===== config.mk =====
export PLATFORM = sky130hd
export DESIGN_NAME = rename_unit
export DESIGN_NICKNAME = d
export VERILOG_FILES = /design/src/hdl/rename_pkg.sv /design/src/hdl/free_list.sv /design/src/hdl/rename_table.sv /design/src/hdl/rename_unit.sv
export VERILOG_INCLUDE_DIRS = /design/src /design/src/hdl
export SDC_FILE = /design/constraint.sdc
export NUM_CORES = 2
export LEC_CHECK = 0
export BUFFER_PORTS_ARGS = -buffer_cell sky130_fd_sc_hd__buf_2
export CELL_PAD_IN_SITES_DETAIL_PLACEMENT = 0
export CELL_PAD_IN_SITES_GLOBAL_PLACEMENT = 2
export CORE_MARGIN = 2
export CORE_UTILIZATION = 46
export CTS_CLUSTER_SIZE = 8
export DETAILED_ROUTE_END_ITERATION = 8
export PLACE_DENSITY_LB_ADDON = 0.25
export SLEW_MARGIN = 5
export SYNTH_ARGS = -nofsm -noshare
export SYNTH_HDL_FRONTEND = slang
export SYNTH_HIERARCHICAL = 1
export SYNTH_SLANG_ARGS = --single-unit

===== constraint.sdc =====
create_clock -name clk_i -period 7.9 [get_ports clk_i]
set_input_delay 1.58 -clock clk_i [delete_from_list [all_inputs] [get_ports clk_i]]
set_output_delay 1.58 -clock clk_i [all_outputs]
set_load 0.01 [all_outputs]

===== src/hdl/rename_params.svh =====
//////////////////////////////////////////////////
// Size constants for the register-rename stage
// Include wherever a register, checkpoint or free
// list size is needed. Only NUM_CHECKPOINTS is
// meant to be tuned, and it must stay a power of 2
//////////////////////////////////////////////////

`ifndef RENAME_PARAMS_SVH
`define RENAME_PARAMS_SVH

// Architectural register file of RV32
`define NUM_ISA_REGS 32

// Physical register file shared by all renamed ops
`define NUM_PHYS_REGS 64

// Checkpoint slots, one is always the working copy
`define NUM_CHECKPOINTS 4

// Registers not held by the committed map
`define NUM_FREE_ENTRIES (`NUM_PHYS_REGS - `NUM_ISA_REGS)

`endif


===== src/hdl/rename_pkg.sv =====
//////////////////////////////////////////////////
// Vector types shared by the rename stage
// Import with rename_pkg::* in the module header
//////////////////////////////////////////////////

`include "rename_params.svh"

package rename_pkg;

    // Architectural register index
    typedef logic [$clog2(`NUM_ISA_REGS)-1:0] arch_reg_t;

    // Physical register index
    typedef logic [$clog2(`NUM_PHYS_REGS)-1:0] phys_reg_t;

    // Checkpoint slot label
    typedef logic [$clog2(`NUM_CHECKPOINTS)-1:0] chkpt_t;

    // Free register count, one bit over the pointer so a full list fits
    typedef logic [$clog2(`NUM_FREE_ENTRIES):0] free_cnt_t;

endpackage


===== src/hdl/free_list.sv =====
//////////////////////////////////////////////////
// Checkpointed free list of physical registers
// Circular buffer with one shared tail and one
// head plus count per checkpoint slot. Reads pop
// from the working slot and frees append to all.
// Recover selects a saved head, rollback resets
// the head to the tail with a full count
//////////////////////////////////////////////////

`timescale 1ns/1ps
`include "rename_params.svh"

module free_list import rename_pkg::*; (
    input  logic            clk_i,           // System clock
    input  logic            rstn_i,          // Async reset, active low
    input  logic            read_head_i,     // Pop request from rename
    input  logic [1:0]      add_free_i,      // Free valid per commit lane
    input  phys_reg_t [1:0] free_reg_i,      // Register freed per lane
    input  logic            do_chkpt_i,      // Checkpoint after this rename
    input  logic            recover_i,       // Restore a checkpoint
    input  chkpt_t          recover_chkpt_i, // Slot to restore
    input  logic            release_chkpt_i, // Drop the oldest checkpoint
    input  logic            rollback_i,      // Exception, back to committed state
    output phys_reg_t       new_reg_o,       // Allocated register, 0 if none
    output logic            rename_taken_o,  // Pop accepted this cycle
    output logic            chkpt_taken_o,   // Checkpoint accepted this cycle
    output chkpt_t          version_o,       // Working slot
    output chkpt_t          chkpt_o,         // Label of the last checkpoint
    output logic            out_of_chkpt_o,  // No slot left for a checkpoint
    output logic            empty_o          // Nothing to allocate
);

    localparam int PTR_W = $clog2(`NUM_FREE_ENTRIES);  // Buffer pointer width

    phys_reg_t                          fifo_mem [`NUM_FREE_ENTRIES];
    logic [PTR_W-1:0]                   head [`NUM_CHECKPOINTS];  // Pop pointer per slot
    free_cnt_t                          num_free [`NUM_CHECKPOINTS];
    logic [PTR_W-1:0]                   tail;           // Shared push pointer
    logic [PTR_W-1:0]                   tail_p1;
    logic [PTR_W-1:0]                   head_upd;       // Working head after this pop
    free_cnt_t                          num_cur;
    free_cnt_t                          num_upd;        // Working count after this cycle
    chkpt_t                             version_head;   // Working slot
    chkpt_t                             version_next;
    chkpt_t                             version_tail;   // Oldest live checkpoint
    chkpt_t                             version_tail_nxt;
    chkpt_t                             recover_dist;
    logic [$clog2(`NUM_CHECKPOINTS):0]  num_chkpt;      // Live checkpoints
    logic                               we0;
    logic                               we1;
    logic                               read_en;
    logic                               chkpt_en;

    // Register 0 never enters the list and nothing is freed on a rollback
    assign we0 = add_free_i[0] & (free_reg_i[0] != '0) & ~rollback_i;
    assign we1 = add_free_i[1] & (free_reg_i[1] != '0) & ~rollback_i;

    assign num_cur = num_free[version_head];
    assign empty_o = (num_cur == '0) & ~we0 & ~we1;  // A same-cycle free keeps it alive

    // Pop only when something is there and no recovery is running
    assign read_en  = read_head_i & ~empty_o & ~recover_i & ~rollback_i;
    // Checkpoint rides on a taken rename
    assign chkpt_en = do_chkpt_i & read_en & ~out_of_chkpt_o;

    assign tail_p1          = tail + 1'b1;
    assign head_upd         = head[version_head] + read_en;
    assign num_upd          = num_cur + we0 + we1 - read_en;
    assign version_next     = version_head + 1'b1;
    assign version_tail_nxt = version_tail + release_chkpt_i;
    assign recover_dist     = recover_chkpt_i - version_tail_nxt;  // Wraps mod slots

    //////////////////////////////////////////////////
    // Register storage
    //////////////////////////////////////////////////

    always_ff @(posedge clk_i, negedge rstn_i) begin
        if (!rstn_i) begin
            for (int i = 0; i < `NUM_FREE_ENTRIES; i++) begin
                fifo_mem[i] <= phys_reg_t'(`NUM_ISA_REGS + i);  // 32..63 in order
            end
        end else begin
            if (we0) fifo_mem[tail] <= free_reg_i[0];
            if (we1) fifo_mem[we0 ? tail_p1 : tail] <= free_reg_i[1];  // Packs behind lane 0
        end
    end

    //////////////////////////////////////////////////
    // Pointers, counts and checkpoint slots
    //////////////////////////////////////////////////

    always_ff @(posedge clk_i, negedge rstn_i) begin
        if (!rstn_i) begin
            version_head <= '0;
            version_tail <= '0;
            num_chkpt    <= '0;
            tail         <= '0;
            chkpt_o      <= '0;
            for (int i = 0; i < `NUM_CHECKPOINTS; i++) begin
                head[i]     <= '0;
                num_free[i] <= free_cnt_t'(`NUM_FREE_ENTRIES);
            end
        end else if (rollback_i) begin
            // Everything not in the committed map is free again
            version_head <= '0;
            version_tail <= '0;
            num_chkpt    <= '0;
            chkpt_o      <= '0;
            head[0]      <= tail;
            num_free[0]  <= free_cnt_t'(`NUM_FREE_ENTRIES);
        end else begin
            version_tail <= version_tail_nxt;
            tail         <= tail + we0 + we1;
            chkpt_o      <= version_head;  // Frozen slot after a checkpoint
            for (int i = 0; i < `NUM_CHECKPOINTS; i++) begin
                num_free[i] <= num_free[i] + we0 + we1;  // Frees reach every version
            end
            if (recover_i) begin
                version_head <= recover_chkpt_i;
                num_chkpt    <= {1'b0, recover_dist};
            end else begin
                num_chkpt              <= num_chkpt + chkpt_en - release_chkpt_i;
                head[version_head]     <= head_upd;   // Only the working slot pops
                num_free[version_head] <= num_upd;
                if (chkpt_en) begin
                    // Next slot continues from the state after this rename
                    version_head           <= version_next;
                    head[version_next]     <= head_upd;
                    num_free[version_next] <= num_upd;
                end
            end
        end
    end

    // Pass a same-cycle free straight through when the list is drained
    always_comb begin
        if (!read_en)                  new_reg_o = '0;
        else if ((num_cur == '0) & we0) new_reg_o = free_reg_i[0];
        else if ((num_cur == '0) & we1) new_reg_o = free_reg_i[1];
        else                           new_reg_o = fifo_mem[head[version_head]];
    end

    assign rename_taken_o = read_en;
    assign chkpt_taken_o  = chkpt_en;
    assign version_o      = version_head;
    assign out_of_chkpt_o = (num_chkpt == `NUM_CHECKPOINTS - 1);

    // Working count agrees with the ring distance from head to tail
    a_no_read_empty: assert property (@(posedge clk_i) disable iff (!rstn_i)
        (num_cur <= free_cnt_t'(`NUM_FREE_ENTRIES)) &&
        (PTR_W'(num_cur) == PTR_W'(tail - head[version_head])));

    // Live checkpoints match the slot distance and stay under the slot limit
    a_chkpt_limit: assert property (@(posedge clk_i) disable iff (!rstn_i)
        (num_chkpt <= `NUM_CHECKPOINTS - 1) &&
        (chkpt_t'(num_chkpt) == chkpt_t'(version_head - version_tail)));

endmodule


===== src/hdl/rename_table.sv =====
//////////////////////////////////////////////////
// Checkpointed register map table
// One speculative map per checkpoint slot, read
// and written in the slot named by version_i.
// A committed map tracks retired mappings and is
// copied into slot 0 on an exception rollback
//////////////////////////////////////////////////

`timescale 1ns/1ps
`include "rename_params.svh"

module rename_table import rename_pkg::*; (
    input  logic            clk_i,           // System clock
    input  logic            rstn_i,          // Async reset, active low
    input  arch_reg_t       src1_arch_i,     // First source
    input  arch_reg_t       src2_arch_i,     // Second source
    input  arch_reg_t       dst_arch_i,      // Destination
    input  logic            rename_taken_i,  // Write the destination mapping
    input  phys_reg_t       new_phys_i,      // New destination mapping
    input  logic            chkpt_taken_i,   // Copy into the next slot
    input  chkpt_t          version_i,       // Working slot from the free list
    input  logic            recover_i,       // Restore a checkpoint
    input  chkpt_t          recover_chkpt_i, // Slot being restored
    input  logic            rollback_i,      // Exception, back to committed map
    input  logic [1:0]      commit_valid_i,  // Commit valid per lane
    input  arch_reg_t [1:0] commit_arch_i,   // Retired destination
    input  phys_reg_t [1:0] commit_phys_i,   // Retired mapping
    output phys_reg_t       src1_phys_o,
    output phys_reg_t       src2_phys_o,
    output phys_reg_t       old_phys_o       // Mapping being replaced
);

    phys_reg_t  spec_map [`NUM_CHECKPOINTS][`NUM_ISA_REGS];  // Speculative maps
    phys_reg_t  commit_map [`NUM_ISA_REGS];                  // Retired state
    chkpt_t     version_next;
    logic       dst_wr;

    assign version_next = version_i + 1'b1;
    assign dst_wr       = rename_taken_i & (dst_arch_i != '0);  // x0 stays hardwired

    // Lookups see only what was written before this edge
    assign src1_phys_o = spec_map[version_i][src1_arch_i];
    assign src2_phys_o = spec_map[version_i][src2_arch_i];
    assign old_phys_o  = spec_map[version_i][dst_arch_i];

    //////////////////////////////////////////////////
    // Speculative maps
    //////////////////////////////////////////////////

    always_ff @(posedge clk_i, negedge rstn_i) begin
        if (!rstn_i) begin
            for (int c = 0; c < `NUM_CHECKPOINTS; c++) begin
                for (int r = 0; r < `NUM_ISA_REGS; r++) begin
                    spec_map[c][r] <= phys_reg_t'(r);  // Identity map
                end
            end
        end else if (rollback_i) begin
            for (int r = 0; r < `NUM_ISA_REGS; r++) begin
                spec_map[0][r] <= commit_map[r];
            end
        end else begin
            if (dst_wr) spec_map[version_i][dst_arch_i] <= new_phys_i;
            // Next slot starts from the map including this rename
            if (chkpt_taken_i) begin
                for (int r = 0; r < `NUM_ISA_REGS; r++) begin
                    spec_map[version_next][r] <=
                        (dst_wr && (dst_arch_i == arch_reg_t'(r))) ? new_phys_i
                                                                   : spec_map[version_i][r];
                end
            end
        end
    end

    //////////////////////////////////////////////////
    // Committed map
    //////////////////////////////////////////////////

    always_ff @(posedge clk_i, negedge rstn_i) begin
        if (!rstn_i) begin
            for (int r = 0; r < `NUM_ISA_REGS; r++) begin
                commit_map[r] <= phys_reg_t'(r);
            end
        end else if (!rollback_i) begin  // Commits dropped with their frees
            for (int l = 0; l < 2; l++) begin
                // Lane 1 is younger and wins on the same register
                if (commit_valid_i[l] && (commit_arch_i[l] != '0)) begin
                    commit_map[commit_arch_i[l]] <= commit_phys_i[l];
                end
            end
        end
    end

    // x0 reads as p0 in every slot, across renames, checkpoints and rollbacks
    a_x0_is_p0: assert property (@(posedge clk_i) disable iff (!rstn_i)
        (src1_arch_i == '0) |-> (src1_phys_o == '0));

    // The free list moves the working slot to the recovered label
    a_recover_slot: assert property (@(posedge clk_i) disable iff (!rstn_i)
        (recover_i && !rollback_i) |=> (version_i == $past(recover_chkpt_i)));

endmodule


===== src/hdl/rename_unit.sv =====
//////////////////////////////////////////////////
// Register-rename stage top level
// One rename per cycle with two sources and one
// destination, two commit lanes, checkpoint,
// recover, release and exception rollback
//////////////////////////////////////////////////

`timescale 1ns/1ps

module rename_unit import rename_pkg::*; (
    input  logic            clk_i,
    input  logic            rstn_i,
    input  logic            rename_valid_i,    // Rename request
    input  arch_reg_t       src1_arch_i,
    input  arch_reg_t       src2_arch_i,
    input  arch_reg_t       dst_arch_i,
    input  logic            checkpoint_i,      // Branch, checkpoint after rename
    input  logic [1:0]      commit_valid_i,
    input  arch_reg_t [1:0] commit_arch_i,
    input  phys_reg_t [1:0] commit_phys_i,
    input  phys_reg_t [1:0] commit_old_phys_i, // Freed on commit
    input  logic            recover_i,         // Mispredict recovery
    input  chkpt_t          recover_chkpt_i,
    input  logic            release_chkpt_i,   // Oldest branch resolved
    input  logic            rollback_i,        // Exception
    output logic            rename_ready_o,
    output phys_reg_t       new_phys_o,
    output phys_reg_t       old_phys_o,
    output phys_reg_t       src1_phys_o,
    output phys_reg_t       src2_phys_o,
    output chkpt_t          chkpt_o,
    output out_of_chkpt_o
);

    logic   rename_taken;  // Free list popped, map writes
    logic   chkpt_taken;   // Map copies into next slot
    logic   fl_empty;
    chkpt_t version;       // Working slot

    assign rename_ready_o = ~fl_empty;

    free_list u_free_list (
        .clk_i           (clk_i),
        .rstn_i          (rstn_i),
        .read_head_i     (rename_valid_i),
        .add_free_i      (commit_valid_i),
        .free_reg_i      (commit_old_phys_i),
        .do_chkpt_i      (checkpoint_i),
        .recover_i       (recover_i),
        .recover_chkpt_i (recover_chkpt_i),
        .release_chkpt_i (release_chkpt_i),
        .rollback_i      (rollback_i),
        .new_reg_o       (new_phys_o),
        .rename_taken_o  (rename_taken),
        .chkpt_taken_o   (chkpt_taken),
        .version_o       (version),
        .chkpt_o         (chkpt_o),
        .out_of_chkpt_o  (out_of_chkpt_o),
        .empty_o         (fl_empty)
    );

    rename_table u_rename_table (
        .clk_i           (clk_i),
        .rstn_i          (rstn_i),
        .src1_arch_i     (src1_arch_i),
        .src2_arch_i     (src2_arch_i),
        .dst_arch_i      (dst_arch_i),
        .rename_taken_i  (rename_taken),
        .new_phys_i      (new_phys_o),
        .chkpt_taken_i   (chkpt_taken),
        .version_i       (version),
        .recover_i       (recover_i),
        .recover_chkpt_i (recover_chkpt_i),
        .rollback_i      (rollback_i),
        .commit_valid_i  (commit_valid_i),
        .commit_arch_i   (commit_arch_i),
        .commit_phys_i   (commit_phys_i),
        .src1_phys_o     (src1_phys_o),
        .src2_phys_o     (src2_phys_o),
        .old_phys_o      (old_phys_o)
    );

endmodule


==> results.tsv <==
stage	metric	value	unit
floorplan	start_util	46.3	%
worst_setup_path	slowest_delay	1.16	ns
cts	cts.sink_count	1210	
power_and_ir_drop	swShare	37.5	%
drt	antenna_left	0	
power_and_ir_drop	pwr-share-seq	38.0	%
placement	portBuffers	87	
cts	path_clk_slew	0.05	ns
floorplan	die_y	419	um
placement	dp_slack	1.09	ns
drt	vias	71848	
synth	synth_flop_cell	dfrtp_1	
synth	synth_seq_cells	1210	
synth	synth-edff-count	0	
power_and_ir_drop	comb_power_share	33.7	%
timing	tightest_slew	1.42	ns
timing	max_freq	130	MHz
finish	area_growth	9.21	%
worst_setup_path	worstPathCellList	buf_4, buf_4, mux2i_1, mux2i_1, o211ai_1, o21ai_1, a211oi_1, buf_4, buf_2	
cts	cts_tree	done	
worst_setup_path	endpoint	old_phys_o[1]	
drt	wl_per_cell	36.6	um
run	max-cap-violations	0	
global_route	grt_pass1_wl	527000	um
cts	h-tree-depth	4	
cts	cts_setup_buffers	0	
timing	setup_viol	0	
placement	hpwl	253000	um
synth	synth_cells	7951	
floorplan	core	0.172	sq mm
timing	min_period_over_period	97.2	%
worst_setup_path	critPathMostFrequentCell	buf_4	
worst_setup_path	worst_setup_path_start_kind	register	
power_and_ir_drop	p_sw	9.52	mW
worst_setup_path	endpoint_kind	output pin	
power_and_ir_drop	p_per_area	293	mW/mm^2
synth	synth_seq_area_share	39.0	%
floorplan	die_w	419	um
finish	final_nets	7800	
drt	first_pass_iters	7	
floorplan	placementRows	152	
worst_setup_path	critPathBufInv	4	
cts	cts_buffer_depth	3	
worst_setup_path	path_class	reg -> out	
floorplan	dieArea	0.176	sq mm
worst_setup_path	r2r.worst_path.cells	15	
worst_setup_path	cp_slowest_cell	a211oi_1	
timing	finalSetupTns	0	ns
power_and_ir_drop	max-vdd-ir-drop	0.226	mV
cts	cts_inserted_buffers	170	
global_route	overflow	0	
hold_path	hold_path_class	reg -> reg	
placement	gp_congestion	1.08	
synth	yosysWarnings	6	
timing	hold_viol_final	0	
synth	synth.distinct_cells	110	
power_and_ir_drop	clockPowerShare	28.2	%
synth	avgSynthCellArea	9.98	sq um
global_route	grt_max_degree	189	
worst_setup_path	r2r_setup_slack	1.49	ns
timing	max-slew-margin-rel	4.56	%
worst_setup_path	r2r_end	u_rename_table/spec_map[551]$_DFFE_PN0N_	
synth	async_flop_share	100	%
timing	rsz0062_at_grt	false	
worst_setup_path	path_depth	9	
power_and_ir_drop	p_leak	33.8	nW
drt	wl	373000	um
timing	fin_ws	0.218	ns
power_and_ir_drop	internal_power	15.9	mW
drt	viasPerCell	7.06	
floorplan	io_pins	88	
synth	synth_area	0.0794	sq mm
timing	skew	0.0464	ns
global_route	grt_usage	41.7	%
global_route	grt_antenna_before_repair	43	
worst_setup_path	worstPathArrival	6.10	ns
finish	drive_gt1_share	23.9	%
cts	cts.repair.resized	0	
timing	fin_crit	7.68	ns
cts	hold_buffers	0	
global_route	grt_pass1_vias	67866	
cts	cts_root_buffer	clkbuf_16	
drt	drt_iter0_drc	10369	
worst_setup_path	critPathRequiredTime	6.32	ns
worst_setup_path	cpLargestDelayFamily	compound AO/OA/AOI/OAI gates	
drt	drc	0	
cts	insertion_delay	0.87	ns
finish	fillers	16002	
timing	slew_violations	0	
synth	synth_fp_nets	8045	
worst_setup_path	crit_fanout	29	
worst_setup_path	critPathLaunch	u_free_list/version_o[0]$_DFFE_PN0P_	
status	status	finished, final reports clean	
worst_setup_path	reg2reg_from	u_free_list/version_o[0]$_DFFE_PN0P_	
==> how the worst min path moves through the flow <==
stage | depth (start not counted) | slack [ns] | end | from
floorplan | 1 | 0.43 | u_rename_table/commit_map[186]$_DFFE_PN0N_ | u_rename_table/commit_map[186]$_DFFE_PN0N_
global placement | 0 | 0.37 | u_rename_table/commit_map[189]$_DFFE_PN0N_ | u_rename_table/commit_map[189]$_DFFE_PN0N_
detailed placement | 0 | 0.37 | u_rename_table/commit_map[186]$_DFFE_PN0N_ | u_rename_table/commit_map[186]$_DFFE_PN0N_
CTS | 0 | 0.38 | u_rename_table/commit_map[186]$_DFFE_PN0N_ | u_rename_table/commit_map[186]$_DFFE_PN0N_
global route | 0 | 0.38 | u_rename_table/commit_map[190]$_DFFE_PN0N_ | u_rename_table/commit_map[190]$_DFFE_PN0N_
finish | 0 | 0.37 | u_rename_table/commit_map[186]$_DFFE_PN0N_ | u_rename_table/commit_map[186]$_DFFE_PN0N_
==> through the flow <==
step	std cells	total power [mW]	util [%]	hold WS (ns)	instance area, sq um
floorplan	7951	14.6	-	0.429	79400
global placement	9844	17.8	47.6	0.366	81600
detailed placement	9844	17.9	47.6	0.366	81600
CTS	10159	25.1	50.5	0.377	86600
global route	10165	26.2	50.5	0.381	86600
finish	10183	25.4	50.5	0.373	86700
==> synthesized netlist by cell type (all sizes together), types with 36 or more instances <==
master  count  share of area [%]
inv        83               0.39
nand3     108               0.69
nand4      36               0.29
nor2      803                3.8
o21ai     336                2.1
mux4      232                6.6
o22ai      75               0.59
a22oi     156                1.5
o22a      840                9.3
dfstp     516                 17
buf       279                2.3
nand2     626                3.0
mux2i     609                7.7
clkbuf    455                2.2
dfrtp     694                 22
a211oi     36               0.34
a21oi     948                6.4
mux2      520                7.4
nor3       65               0.64
==> logic make-up after synthesis <==
kind of cell	Yosys count	share of synthesized area, %
buffers and inverters	818	4.89
xor gates and xnor gates	23	0.263
and+or+nand+nor	1809	10.0
DFF	1210	39.0
AOI/OAI and AO/OA	2696	23.5
muxes	1361	21.7
adders and majority gates	34	0.612
==> routing by layer <==
metal | global-route usage, % | vias up | wire length [um]
met5 | 0 | - | 280
met4 | 21.1 | 42 | 22100
met3 | 14.3 | 963 | 45700
met2 | 58.0 | 4636 | 153000
met1 | 57.1 | 36679 | 152000
li1 | - | 29528 | -
==> cell usage in the layout (no fill, tap or decap), drive strengths merged, types with 28 or more instances in the layout <==
| cell type | count |
|---|---|
| mux2 | 520 |
| a21oi | 948 |
| o21ai | 336 |
| nor3 | 65 |
| a221oi | 33 |
| clkbuf | 302 |
| o211ai | 31 |
| dfrtp | 694 |
| buf | 317 |
| nand4 | 36 |
| nor2 | 803 |
| and2 | 28 |
| a211oi | 36 |
| nand3 | 108 |
| nor2b | 33 |
| inv | 94 |
| a22oi | 156 |
| mux4 | 232 |
| a21o | 29 |
| dfstp | 516 |
| o22ai | 75 |
| o22a | 840 |
| mux2i | 609 |
| nand2 | 626 |
==> state kept, by name, summed over array words and instances, names as in the netlist <==
signal                     count
u_rename_table/spec_map      768
u_free_list/fifo_mem         192
u_rename_table/commit_map    192
u_free_list/num_free          24
u_free_list/head              20
u_free_list/tail               5
u_free_list/num_chkpt          3
u_free_list/chkpt_o            2
u_free_list/version_o          2
u_free_list/version_tail       2
==> power groups by stage <==
| stage | Sequential (mW) | Combinational, mW | Clock (mW) |
|---|---|---|---|
| after floorplan | 9.16 | 5.45 | 0 |
| after detailed placement | 9.67 | 8.24 | 0 |
| after global routing | 9.81 | 8.90 | 7.52 |
| final | 9.66 | 8.57 | 7.17 |
| after CTS | 9.58 | 8.27 | 7.25 |
| after global placement | 9.59 | 8.18 | 0 |
==> cell type report <==
type	instances	area, sq um	share of cell area [%]
antenna	24	60.1	0.0693
clock buffer	302	4800	5.54
sequential	1210	30900	35.7
tap	2310	2890	3.34
clock inverter	13	213	0.245
inverter	84	315	0.364
multi-input combinational	5923	44900	51.8
timing repair buffer	317	2570	2.97
No activity file was read; power rests on OpenSTA's default activity.
